File: src/design/exec_pkg.sv
// execute stage shared definitions
// micro-op opcode encoding seen by dispatch, ALU and the testbench

package exec_pkg;

  // ------------------------------------------------------------
  // opcode width
  // ------------------------------------------------------------

  // four bits leave room for a few more ops later
  localparam int uop_bits = 4;

  // ------------------------------------------------------------
  // micro-op encoding
  // ------------------------------------------------------------

  typedef enum logic [uop_bits-1:0] {
    // arithmetic
    op_add  = 4'd0,
    op_sub  = 4'd1,

    // bitwise logic
    op_and  = 4'd2,
    op_or   = 4'd3,
    op_xor  = 4'd4,

    // shifts, amount from low bits of op2
    op_sll  = 4'd5,
    op_srl  = 4'd6,
    op_sra  = 4'd7,

    // set-less-than, result is 0 or 1
    op_slt  = 4'd8,
    op_sltu = 4'd9,

    // op2 already carries the shifted immediate
    op_lui  = 4'd10,

    // only opcode routed to the multiplier
    op_mul  = 4'd11
  } rv_uop;

  // codes 12..15 unused
  // the ALU returns zero for them

endpackage

File: src/design/alu_unit.sv
// single-cycle integer ALU
// combinational datapath into one output register, val/rdy on both
// sides, accept overlaps drain so it sustains one op per cycle

`timescale 1ns/1ps

module alu_unit #(
  parameter int p_data_bits    = 32,
  parameter int p_seq_num_bits = 5
) (
  input  logic                      clk,
  input  logic                      arst_n,

  // input side
  input  logic                      in_val,
  output logic                      in_rdy,
  input  logic [p_seq_num_bits-1:0] in_seq_num,
  input  logic [p_data_bits-1:0]    in_op1,
  input  logic [p_data_bits-1:0]    in_op2,
  input  logic [4:0]                in_waddr,
  input  exec_pkg::rv_uop           in_uop,

  // output side
  output logic                      out_val,
  input  logic                      out_rdy,
  output logic [p_seq_num_bits-1:0] out_seq_num,
  output logic [4:0]                out_waddr,
  output logic [p_data_bits-1:0]    out_wdata
);

  import exec_pkg::*;

  // shift amount width, log2 of the data width
  localparam int shamt_bits = $clog2(p_data_bits);

  logic [shamt_bits-1:0]  shamt;
  logic [p_data_bits-1:0] result;
  logic                   accept;

  // ------------------------------------------------------------
  // datapath
  // ------------------------------------------------------------

  // only low bits of op2 count for shifts
  assign shamt = in_op2[shamt_bits-1:0];

  always_comb
  begin
    case (in_uop)
      op_add:  result = in_op1 + in_op2;
      op_sub:  result = in_op1 - in_op2;
      op_and:  result = in_op1 & in_op2;
      op_or:   result = in_op1 | in_op2;
      op_xor:  result = in_op1 ^ in_op2;
      op_sll:  result = in_op1 << shamt;
      op_srl:  result = in_op1 >> shamt;
      // sign bit fills from the left
      op_sra:  result = $signed(in_op1) >>> shamt;
      // signed compare
      op_slt:  result = {{(p_data_bits-1){1'b0}}, $signed(in_op1) < $signed(in_op2)};
      // unsigned compare
      op_sltu: result = {{(p_data_bits-1){1'b0}}, in_op1 < in_op2};
      // immediate already placed in op2
      op_lui:  result = in_op2;
      // op_mul never arrives here, unused codes give zero
      default: result = '0;
    endcase
  end

  // ------------------------------------------------------------
  // output register
  // ------------------------------------------------------------

  // free when empty or being drained this cycle
  assign in_rdy = !out_val || out_rdy;
  assign accept = in_val && in_rdy;

  // valid bit, reloaded whenever the slot turns over
  always_ff @(posedge clk or negedge arst_n)
  begin
    if (!arst_n)
    begin
      out_val <= 1'b0;
    end
    else if (in_rdy)
    begin
      out_val <= in_val;
    end
  end

  // result payload, tag and destination travel together
  always_ff @(posedge clk)
  begin
    if (accept)
    begin
      out_seq_num <= in_seq_num;
      out_waddr   <= in_waddr;
      out_wdata   <= result;
    end
  end

endmodule

File: src/design/exec_dispatch.sv
// execute stage dispatch
// steers each incoming micro-op to the ALU or the multiplier and
// returns that unit's ready as d_rdy, no storage

`timescale 1ns/1ps

module exec_dispatch (
  // D side handshake
  input  logic             d_val,
  input  exec_pkg::rv_uop  d_uop,
  output logic             d_rdy,

  // ALU side
  output logic             alu_in_val,
  input  logic             alu_in_rdy,

  // multiplier side
  output logic             mul_in_val,
  input  logic             mul_in_rdy
);

  import exec_pkg::*;

  // ------------------------------------------------------------
  // unit select
  // ------------------------------------------------------------

  // high when the micro-op belongs to the multiplier
  logic sel_mul;

  always_comb
  begin
    case (d_uop)
      op_mul:
      begin
        sel_mul = 1'b1;
      end
      // every other opcode, unused codes included, goes to the ALU
      default:
      begin
        sel_mul = 1'b0;
      end
    endcase
  end

  // ------------------------------------------------------------
  // handshake steering
  // ------------------------------------------------------------

  // valid only reaches the selected unit
  assign alu_in_val = d_val && !sel_mul;
  assign mul_in_val = d_val &&  sel_mul;

  // ready follows the unit this opcode is bound for
  // so a busy multiplier stalls only mul ops
  assign d_rdy = sel_mul ? mul_in_rdy : alu_in_rdy;

endmodule

File: src/design/exec_top.sv
// execute stage top level
// dispatch, ALU, multiplier and writeback arbiter between the D and
// W val/rdy ports

`timescale 1ns/1ps

module exec_top #(
  parameter int p_data_bits    = 32,
  parameter int p_seq_num_bits = 5
) (
  input  logic                      clk,
  input  logic                      arst_n,

  // D side, decoded micro-ops
  input  logic                      d_val,
  output logic                      d_rdy,
  input  logic [p_seq_num_bits-1:0] d_seq_num,
  input  logic [p_data_bits-1:0]    d_op1,
  input  logic [p_data_bits-1:0]    d_op2,
  input  logic [4:0]                d_waddr,
  input  exec_pkg::rv_uop           d_uop,

  // W side, results to writeback
  output logic                      w_val,
  input  logic                      w_rdy,
  output logic [p_seq_num_bits-1:0] w_seq_num,
  output logic [4:0]                w_waddr,
  output logic [p_data_bits-1:0]    w_wdata,
  output logic                      w_wen
);

  // ------------------------------------------------------------
  // internal wires
  // ------------------------------------------------------------

  // dispatch to units
  logic                      alu_in_val;
  logic                      alu_in_rdy;
  logic                      mul_in_val;
  logic                      mul_in_rdy;

  // ALU result
  logic                      alu_out_val;
  logic                      alu_out_rdy;
  logic [p_seq_num_bits-1:0] alu_out_seq_num;
  logic [4:0]                alu_out_waddr;
  logic [p_data_bits-1:0]    alu_out_wdata;

  // multiplier result
  logic                      mul_out_val;
  logic                      mul_out_rdy;
  logic [p_seq_num_bits-1:0] mul_out_seq_num;
  logic [4:0]                mul_out_waddr;
  logic [p_data_bits-1:0]    mul_out_wdata;

  // ------------------------------------------------------------
  // instances
  // ------------------------------------------------------------

  exec_dispatch dispatch0 (
    .d_val      (d_val),
    .d_uop      (d_uop),
    .d_rdy      (d_rdy),
    .alu_in_val (alu_in_val),
    .alu_in_rdy (alu_in_rdy),
    .mul_in_val (mul_in_val),
    .mul_in_rdy (mul_in_rdy)
  );

  // D payload fans out to both units
  alu_unit #(
    .p_data_bits    (p_data_bits),
    .p_seq_num_bits (p_seq_num_bits)
  ) alu0 (
    .clk         (clk),
    .arst_n      (arst_n),
    .in_val      (alu_in_val),
    .in_rdy      (alu_in_rdy),
    .in_seq_num  (d_seq_num),
    .in_op1      (d_op1),
    .in_op2      (d_op2),
    .in_waddr    (d_waddr),
    .in_uop      (d_uop),
    .out_val     (alu_out_val),
    .out_rdy     (alu_out_rdy),
    .out_seq_num (alu_out_seq_num),
    .out_waddr   (alu_out_waddr),
    .out_wdata   (alu_out_wdata)
  );

  mul_unit #(
    .p_data_bits    (p_data_bits),
    .p_seq_num_bits (p_seq_num_bits)
  ) mul0 (
    .clk         (clk),
    .arst_n      (arst_n),
    .in_val      (mul_in_val),
    .in_rdy      (mul_in_rdy),
    .in_seq_num  (d_seq_num),
    .in_op1      (d_op1),
    .in_op2      (d_op2),
    .in_waddr    (d_waddr),
    .out_val     (mul_out_val),
    .out_rdy     (mul_out_rdy),
    .out_seq_num (mul_out_seq_num),
    .out_waddr   (mul_out_waddr),
    .out_wdata   (mul_out_wdata)
  );

  wb_arbiter #(
    .p_data_bits    (p_data_bits),
    .p_seq_num_bits (p_seq_num_bits)
  ) arb0 (
    .clk             (clk),
    .arst_n          (arst_n),
    .alu_out_val     (alu_out_val),
    .alu_out_rdy     (alu_out_rdy),
    .alu_out_seq_num (alu_out_seq_num),
    .alu_out_waddr   (alu_out_waddr),
    .alu_out_wdata   (alu_out_wdata),
    .mul_out_val     (mul_out_val),
    .mul_out_rdy     (mul_out_rdy),
    .mul_out_seq_num (mul_out_seq_num),
    .mul_out_waddr   (mul_out_waddr),
    .mul_out_wdata   (mul_out_wdata),
    .w_val           (w_val),
    .w_rdy           (w_rdy),
    .w_seq_num       (w_seq_num),
    .w_waddr         (w_waddr),
    .w_wdata         (w_wdata),
    .w_wen           (w_wen)
  );

endmodule

File: src/design/mul_unit.sv
// iterative shift-add multiplier
// one multiplier bit per cycle, returns the low half of the product
// p_data_bits+1 cycles after acceptance

`timescale 1ns/1ps

module mul_unit #(
  parameter int p_data_bits    = 32,
  parameter int p_seq_num_bits = 5
) (
  input  logic                      clk,
  input  logic                      arst_n,

  // input side
  input  logic                      in_val,
  output logic                      in_rdy,
  input  logic [p_seq_num_bits-1:0] in_seq_num,
  input  logic [p_data_bits-1:0]    in_op1,
  input  logic [p_data_bits-1:0]    in_op2,
  input  logic [4:0]                in_waddr,

  // output side
  output logic                      out_val,
  input  logic                      out_rdy,
  output logic [p_seq_num_bits-1:0] out_seq_num,
  output logic [4:0]                out_waddr,
  output logic [p_data_bits-1:0]    out_wdata
);

  // step counter runs 0 .. p_data_bits-1
  localparam int step_bits = $clog2(p_data_bits);
  localparam logic [step_bits-1:0] last_step = step_bits'(p_data_bits - 1);

  logic                   busy;
  logic [step_bits-1:0]   step;
  logic [p_data_bits-1:0] mcand;
  logic [p_data_bits-1:0] mplier;
  logic [p_data_bits-1:0] acc;
  logic                   accept;

  // one op in flight, and nothing waiting at the output
  assign in_rdy = !busy && !out_val;
  assign accept = in_val && in_rdy;

  // ------------------------------------------------------------
  // control
  // ------------------------------------------------------------

  always_ff @(posedge clk or negedge arst_n)
  begin
    if (!arst_n)
    begin
      busy    <= 1'b0;
      step    <= '0;
      out_val <= 1'b0;
    end
    else
    begin
      if (accept)
      begin
        busy <= 1'b1;
        step <= '0;
      end
      else if (busy)
      begin
        step <= step + 1'b1;
        // last add happens on this edge
        if (step == last_step)
        begin
          busy    <= 1'b0;
          out_val <= 1'b1;
        end
      end
      else if (out_val && out_rdy)
      begin
        out_val <= 1'b0;
      end
    end
  end

  // ------------------------------------------------------------
  // datapath
  // ------------------------------------------------------------

  always_ff @(posedge clk)
  begin
    if (accept)
    begin
      mcand       <= in_op1;
      mplier      <= in_op2;
      acc         <= '0;
      out_seq_num <= in_seq_num;
      out_waddr   <= in_waddr;
    end
    else if (busy)
    begin
      // add shifted multiplicand on a set multiplier bit
      if (mplier[0])
      begin
        acc <= acc + mcand;
      end
      // bits past the top fall off, keeping the low half only
      mcand  <= mcand << 1;
      mplier <= mplier >> 1;
    end
  end

  // accumulator holds steady once busy drops
  assign out_wdata = acc;

endmodule

File: src/design/wb_arbiter.sv
// round-robin writeback arbiter
// picks ALU or multiplier result for the W port, locks a grant that
// is stalled by w_rdy, forms wen so x0 is never written

`timescale 1ns/1ps

module wb_arbiter #(
  parameter int p_data_bits    = 32,
  parameter int p_seq_num_bits = 5
) (
  input  logic                      clk,
  input  logic                      arst_n,

  // ALU result
  input  logic                      alu_out_val,
  output logic                      alu_out_rdy,
  input  logic [p_seq_num_bits-1:0] alu_out_seq_num,
  input  logic [4:0]                alu_out_waddr,
  input  logic [p_data_bits-1:0]    alu_out_wdata,

  // multiplier result
  input  logic                      mul_out_val,
  output logic                      mul_out_rdy,
  input  logic [p_seq_num_bits-1:0] mul_out_seq_num,
  input  logic [4:0]                mul_out_waddr,
  input  logic [p_data_bits-1:0]    mul_out_wdata,

  // W side
  output logic                      w_val,
  input  logic                      w_rdy,
  output logic [p_seq_num_bits-1:0] w_seq_num,
  output logic [4:0]                w_waddr,
  output logic [p_data_bits-1:0]    w_wdata,
  output logic                      w_wen
);

  // last winner was the multiplier
  logic last_mul;
  // previous grant still pending
  logic locked;
  logic grant_mul;

  // stalled grant holds, else alternate on a tie
  always_comb
  begin
    if (locked)
      grant_mul = last_mul;
    else if (alu_out_val && mul_out_val)
      grant_mul = !last_mul;
    else
      grant_mul = mul_out_val;
  end

  always_ff @(posedge clk or negedge arst_n)
  begin
    if (!arst_n)
    begin
      last_mul <= 1'b0;
      locked   <= 1'b0;
    end
    else
    begin
      if (w_val)
        last_mul <= grant_mul;
      locked <= w_val && !w_rdy;
    end
  end

  // ------------------------------------------------------------
  // W mux
  // ------------------------------------------------------------

  assign w_val     = grant_mul ? mul_out_val     : alu_out_val;
  assign w_seq_num = grant_mul ? mul_out_seq_num : alu_out_seq_num;
  assign w_waddr   = grant_mul ? mul_out_waddr   : alu_out_waddr;
  assign w_wdata   = grant_mul ? mul_out_wdata   : alu_out_wdata;

  // x0 stays zero
  assign w_wen = (w_waddr != 5'd0);

  // drain only the granted unit
  assign alu_out_rdy = w_rdy && !grant_mul;
  assign mul_out_rdy = w_rdy &&  grant_mul;

endmodule

File: config.mk
export PLATFORM = sky130hd
export DESIGN_NAME = exec_top
export DESIGN_NICKNAME = d
export VERILOG_FILES = /design/src/design/exec_pkg.sv /design/src/design/alu_unit.sv /design/src/design/exec_dispatch.sv /design/src/design/exec_top.sv /design/src/design/mul_unit.sv /design/src/design/wb_arbiter.sv
export SDC_FILE = /design/constraint.sdc
export NUM_CORES = 1
export LEC_CHECK = 0
export BUFFER_PORTS_ARGS = -buffer_cell sky130_fd_sc_hd__buf_2
export CELL_PAD_IN_SITES_DETAIL_PLACEMENT = 1
export CELL_PAD_IN_SITES_GLOBAL_PLACEMENT = 1
export CORE_ASPECT_RATIO = 1.25
export CORE_MARGIN = 4
export CORE_UTILIZATION = 43
export DETAILED_ROUTE_END_ITERATION = 12
export PLACE_DENSITY_LB_ADDON = 0.25
export SKIP_CTS_REPAIR_TIMING = 1
export SYNTH_ARGS = -nofsm -noshare
export SYNTH_HDL_FRONTEND = slang
export SYNTH_SLANG_ARGS = --single-unit
File: constraint.sdc
create_clock -name clk -period 4.7 [get_ports clk]
set_input_delay 0.47 -clock clk [delete_from_list [all_inputs] [get_ports clk]]
set_output_delay 0.47 -clock clk [all_outputs]
set_load 0.02 [all_outputs]
==> metrics.md <==
| Metric | Value |
|---|---|
| WL final | between 70 and 80 mm |
| Die Area | between 40000 and 50000 um2 |
| Leading area contributor after synthesis | edfxtp_1 |
| Top-count cell post-synth | nand2_1 |
| DRT iter0 DRCs | between 1500 and 2000 |
| Critical Path Sink Type | flop |
| CP max stage cell | a211oi_1 |
| Ys async rst share | ~6.3% |
| Net count after synthesis | around 2200 |
| Synthesized area per cell | ~8.1 um2 |
| R2r endpoint | mul0.out_wdata[28] |
| Final hold vios | 0 |
| Core footprint | around 38000 um2 |
| Status | completed |
| IO buf count | approximately 130 |
| R2r setup slk | between 0.8 and 0.9 ns |
| Final Critical Period | roughly 3.8 ns |
| Max Cap Viol | 0 |
| Clock transition at path regs | roughly 0.080 ns |
| CP arrival | roughly 4 ns |
| Crit-path cells | ha_1 > inv_1 > fa_1 > nor2b_1 > o31a_1 > o22ai_1 > o31ai_1 > buf_4 > a211oi_1 > o21ai_0 > o31ai_1 > xor2_1 > o21ai_0 |
| Gr usage total | 36.0% |
| Cell variety after synth | slightly above 80 |
| GPL Wtd Cong | between 1 and 1.5 |
| Vias in the first global route | 17200 |
| Lkg Pwr | 7.73 nW |
| Initial Util | roughly 44% |
| Synth area leaders | edfxtp_1, ha_1, o21ai_0, nand2_1, a21oi_1 |
| Crit start category | flop |
| Htree depth | 4 |
| Cells after Synth | a little over 2000 |
| Nets@finish | between 2000 and 2500 |
| Die height | around 230 um |
| Row count | between 70 and 80 |
| Post-layout util | 48.4% |
| Number of synthesized flops with an enable pin | 116 |
| Crit path required time | roughly 5 ns |
| Tightest Pin Transition | ~1.4 ns |
| VDD IR max | between 0.0002 and 0.0003 V |
| Root Buffer | clkbuf_16 |
| Synth Cell Area | ~17000 um2 |
| CP max stage delay | between 0.4 and 0.5 ns |
| Max Fclk | roughly 260 MHz |
| Clk buf depth | 2 |
| Layout cell share with drive strength beyond 1 | between 10% and 20% |
| Final setup vio count | 0 |
| Final period utilization | between 80% and 90% |
| Worst Path Max Fanout | 4 |
| Clk sink count | between 150 and 200 |
| Hold WC Path Type | in -> reg |
| GRT Residual Overflow | 0 |
| Skew-Pair Late Insertion Delay | 0.47 ns |
| Final Skew | 0.00882 ns |
| Hold EP | alu0.out_waddr[4] |
| Largest net degree at the start of global routing | 96 |
| Slew margin rel. | approximately 3.8% |
| Antenna violations before repair | 5 |
| Main flop type after synthesis | edfxtp_1 |
| 1st-pass router iterations | 5 |
| First-pass GRT wire length | between 100 and 150 mm |
| PD cells | 482 nW/um2 |
| Final HPWL DP | 59.1 mm |
| Yosys reg bits | 158 |
| CTS tree | built |
| CTS buffer count | 17 |
| R2r worst-path depth | 13 |
| Min-delay src | d_waddr[4] |
| Setup CP Type | reg -> reg |
| Remaining antenna violation count | 0 |
| I/O pins | 127 |
| WL/cell | 29.5 um |
| RSZ-0062 raised after global routing | no |
| Worst r2r src | mul0.mcand[0] |
| Warnings from Yosys | 0 |
| Post-route DRC | 0 |
| Yosys top cell area share | 21.1% |
| Setup TNS | 0 ns |
| Via/cell ratio | between 6 and 7 |
| Post-synth top cells | nand2_1, o21ai_0, nor2_1, a21oi_1, ha_1 |
| DIE WIDTH | 183 um |
| Worst hold path cell count | 1 |
| Slew Limit Fails | 0 |
| Vias | approximately 17000 |
| Synthesis-to-layout area growth | 10.1% |
| Seq/Total Area, Yosys | 26.5% |
==> area by class of cell <==
class | count | area [um2]
inverter | 110 | 413
sequential | 158 | 4370
timing repair buffer | 175 | 1020
clock inverter | 14 | 129
multi-input combinational | 1629 | 11200
clock buffer | 18 | 429
fill | 4609 | 19400
antenna | 1 | 2.50
tap | 486 | 608
==> worst max-delay path by stage <==
stage | startpoint | to | slack, ns
final | mul0.mcand[0] | mul0.out_wdata[28] | 0.87
after CTS | mul0.mcand[0] | mul0.out_wdata[28] | 0.94
after global routing | mul0.mcand[0] | mul0.out_wdata[28] | 0.61
after global placement | d_op2[0] | alu0.out_wdata[20] | 0.54
after detailed placement | d_op2[0] | alu0.out_wdata[20] | 0.56
after floorplan | d_op2[1] | alu0.out_wdata[29] | 0.60
==> flip-flops by register name, indices dropped and copies added, names as in the netlist <==
| signal | flops |
|---|---|
| mul0.out_val | 1 |
| alu0.out_seq_num | 5 |
| alu0.out_val | 1 |
| mul0.out_seq_num | 5 |
| alu0.out_wdata | 32 |
| mul0.out_waddr | 5 |
| mul0.busy | 1 |
| mul0.mcand | 32 |
| mul0.step | 5 |
| arb0.last_mul | 1 |
| mul0.mplier | 32 |
| alu0.out_waddr | 5 |
| mul0.out_wdata | 32 |
| arb0.locked | 1 |
==> routing by layer <==
layer	routed length, um	share of wire, %	track usage, %	vias up
li1	-	-	-	7624
met1	31600	41	47.9	8586
met2	35300	46	58.7	826
met3	5810	7.6	5.13	173
met4	3690	4.8	15.5	4
met5	56	0.073	0.800	-
==> stage by stage <==
| stage | power (mW) | worst slack (ns) | area [um2] | hold WS [ns] | cells |
|---|---|---|---|---|---|
| after floorplan | 5.77 | 0.598 | 16500 | 0.174 | 2032 |
| after global placement | 7.06 | 0.535 | 17600 | 0.343 | 2557 |
| after global routing | 9.35 | 0.608 | 18200 | 0.176 | 2590 |
| after CTS | 8.71 | 0.937 | 18200 | -0.161 | 2589 |
| after detailed placement | 7.27 | 0.556 | 17600 | 0.345 | 2557 |
| final | 8.76 | 0.866 | 18200 | 0.189 | 2591 |
==> cells by family (layout without fill, tap and decap cells) <==
| logic type | count (synthesis) | count (layout) | share of synthesized area (%) |
|---|---|---|---|
| other | 0 | 1 | 0 |
| AND/OR/NAND/NOR | 605 | 605 | 16.5 |
| XOR/XNOR | 49 | 49 | 2.60 |
| buffers and inverters | 245 | 317 | 5.86 |
| multiplexers | 154 | 154 | 11.3 |
| adder cells (fa/ha/maj) | 134 | 134 | 10.3 |
| AO/OA/AOI/OAI | 687 | 687 | 26.9 |
| flip-flops | 158 | 158 | 26.5 |
==> worst max-delay path, delay by kind of cell, from the launching register on <==
kind            cells  cell delay [ns]
compound gates      7             2.26
fa+ha+maj           2             0.43
flops               1             0.42
buf+inv             2             0.25
xor+xnor            1             0.19
simple gates        1             0.07
==> report_power, final <==
group          internal [mW]  switching, mW  total (mW)
Clock                  0.695          0.708        1.40
Combinational           1.79           2.99        4.78
Sequential              2.21          0.365        2.58
==> cells in the final DEF, fill, tap and decap left out, types with 17 or more instances in the layout <==
master     netlist  final
nor2b_1         27     26
nor3_1          32     31
xnor2_1         32     32
mux4_2          20     20
a221oi_1        25     25
mux2_2          60     60
o211ai_1        26     26
buf_4            3     48
o31ai_1         17     17
mux2i_1         74     74
nor2_1         170    170
a31oi_1         23     23
buf_2           11    125
o21ai_0        195    195
nand3_1         33     32
a21o_1          26     26
nand2_1        236    234
clkbuf_16        0     17
xor2_1          17     17
nand2b_1        20     20
edfxtp_1       116    116
inv_1          105    104
ha_1           131    131
a211oi_1        40     40
dfxtp_1         32     32
a21oi_1        159    159
a22oi_1         21     21
Power figures use the tool's default switching activity.
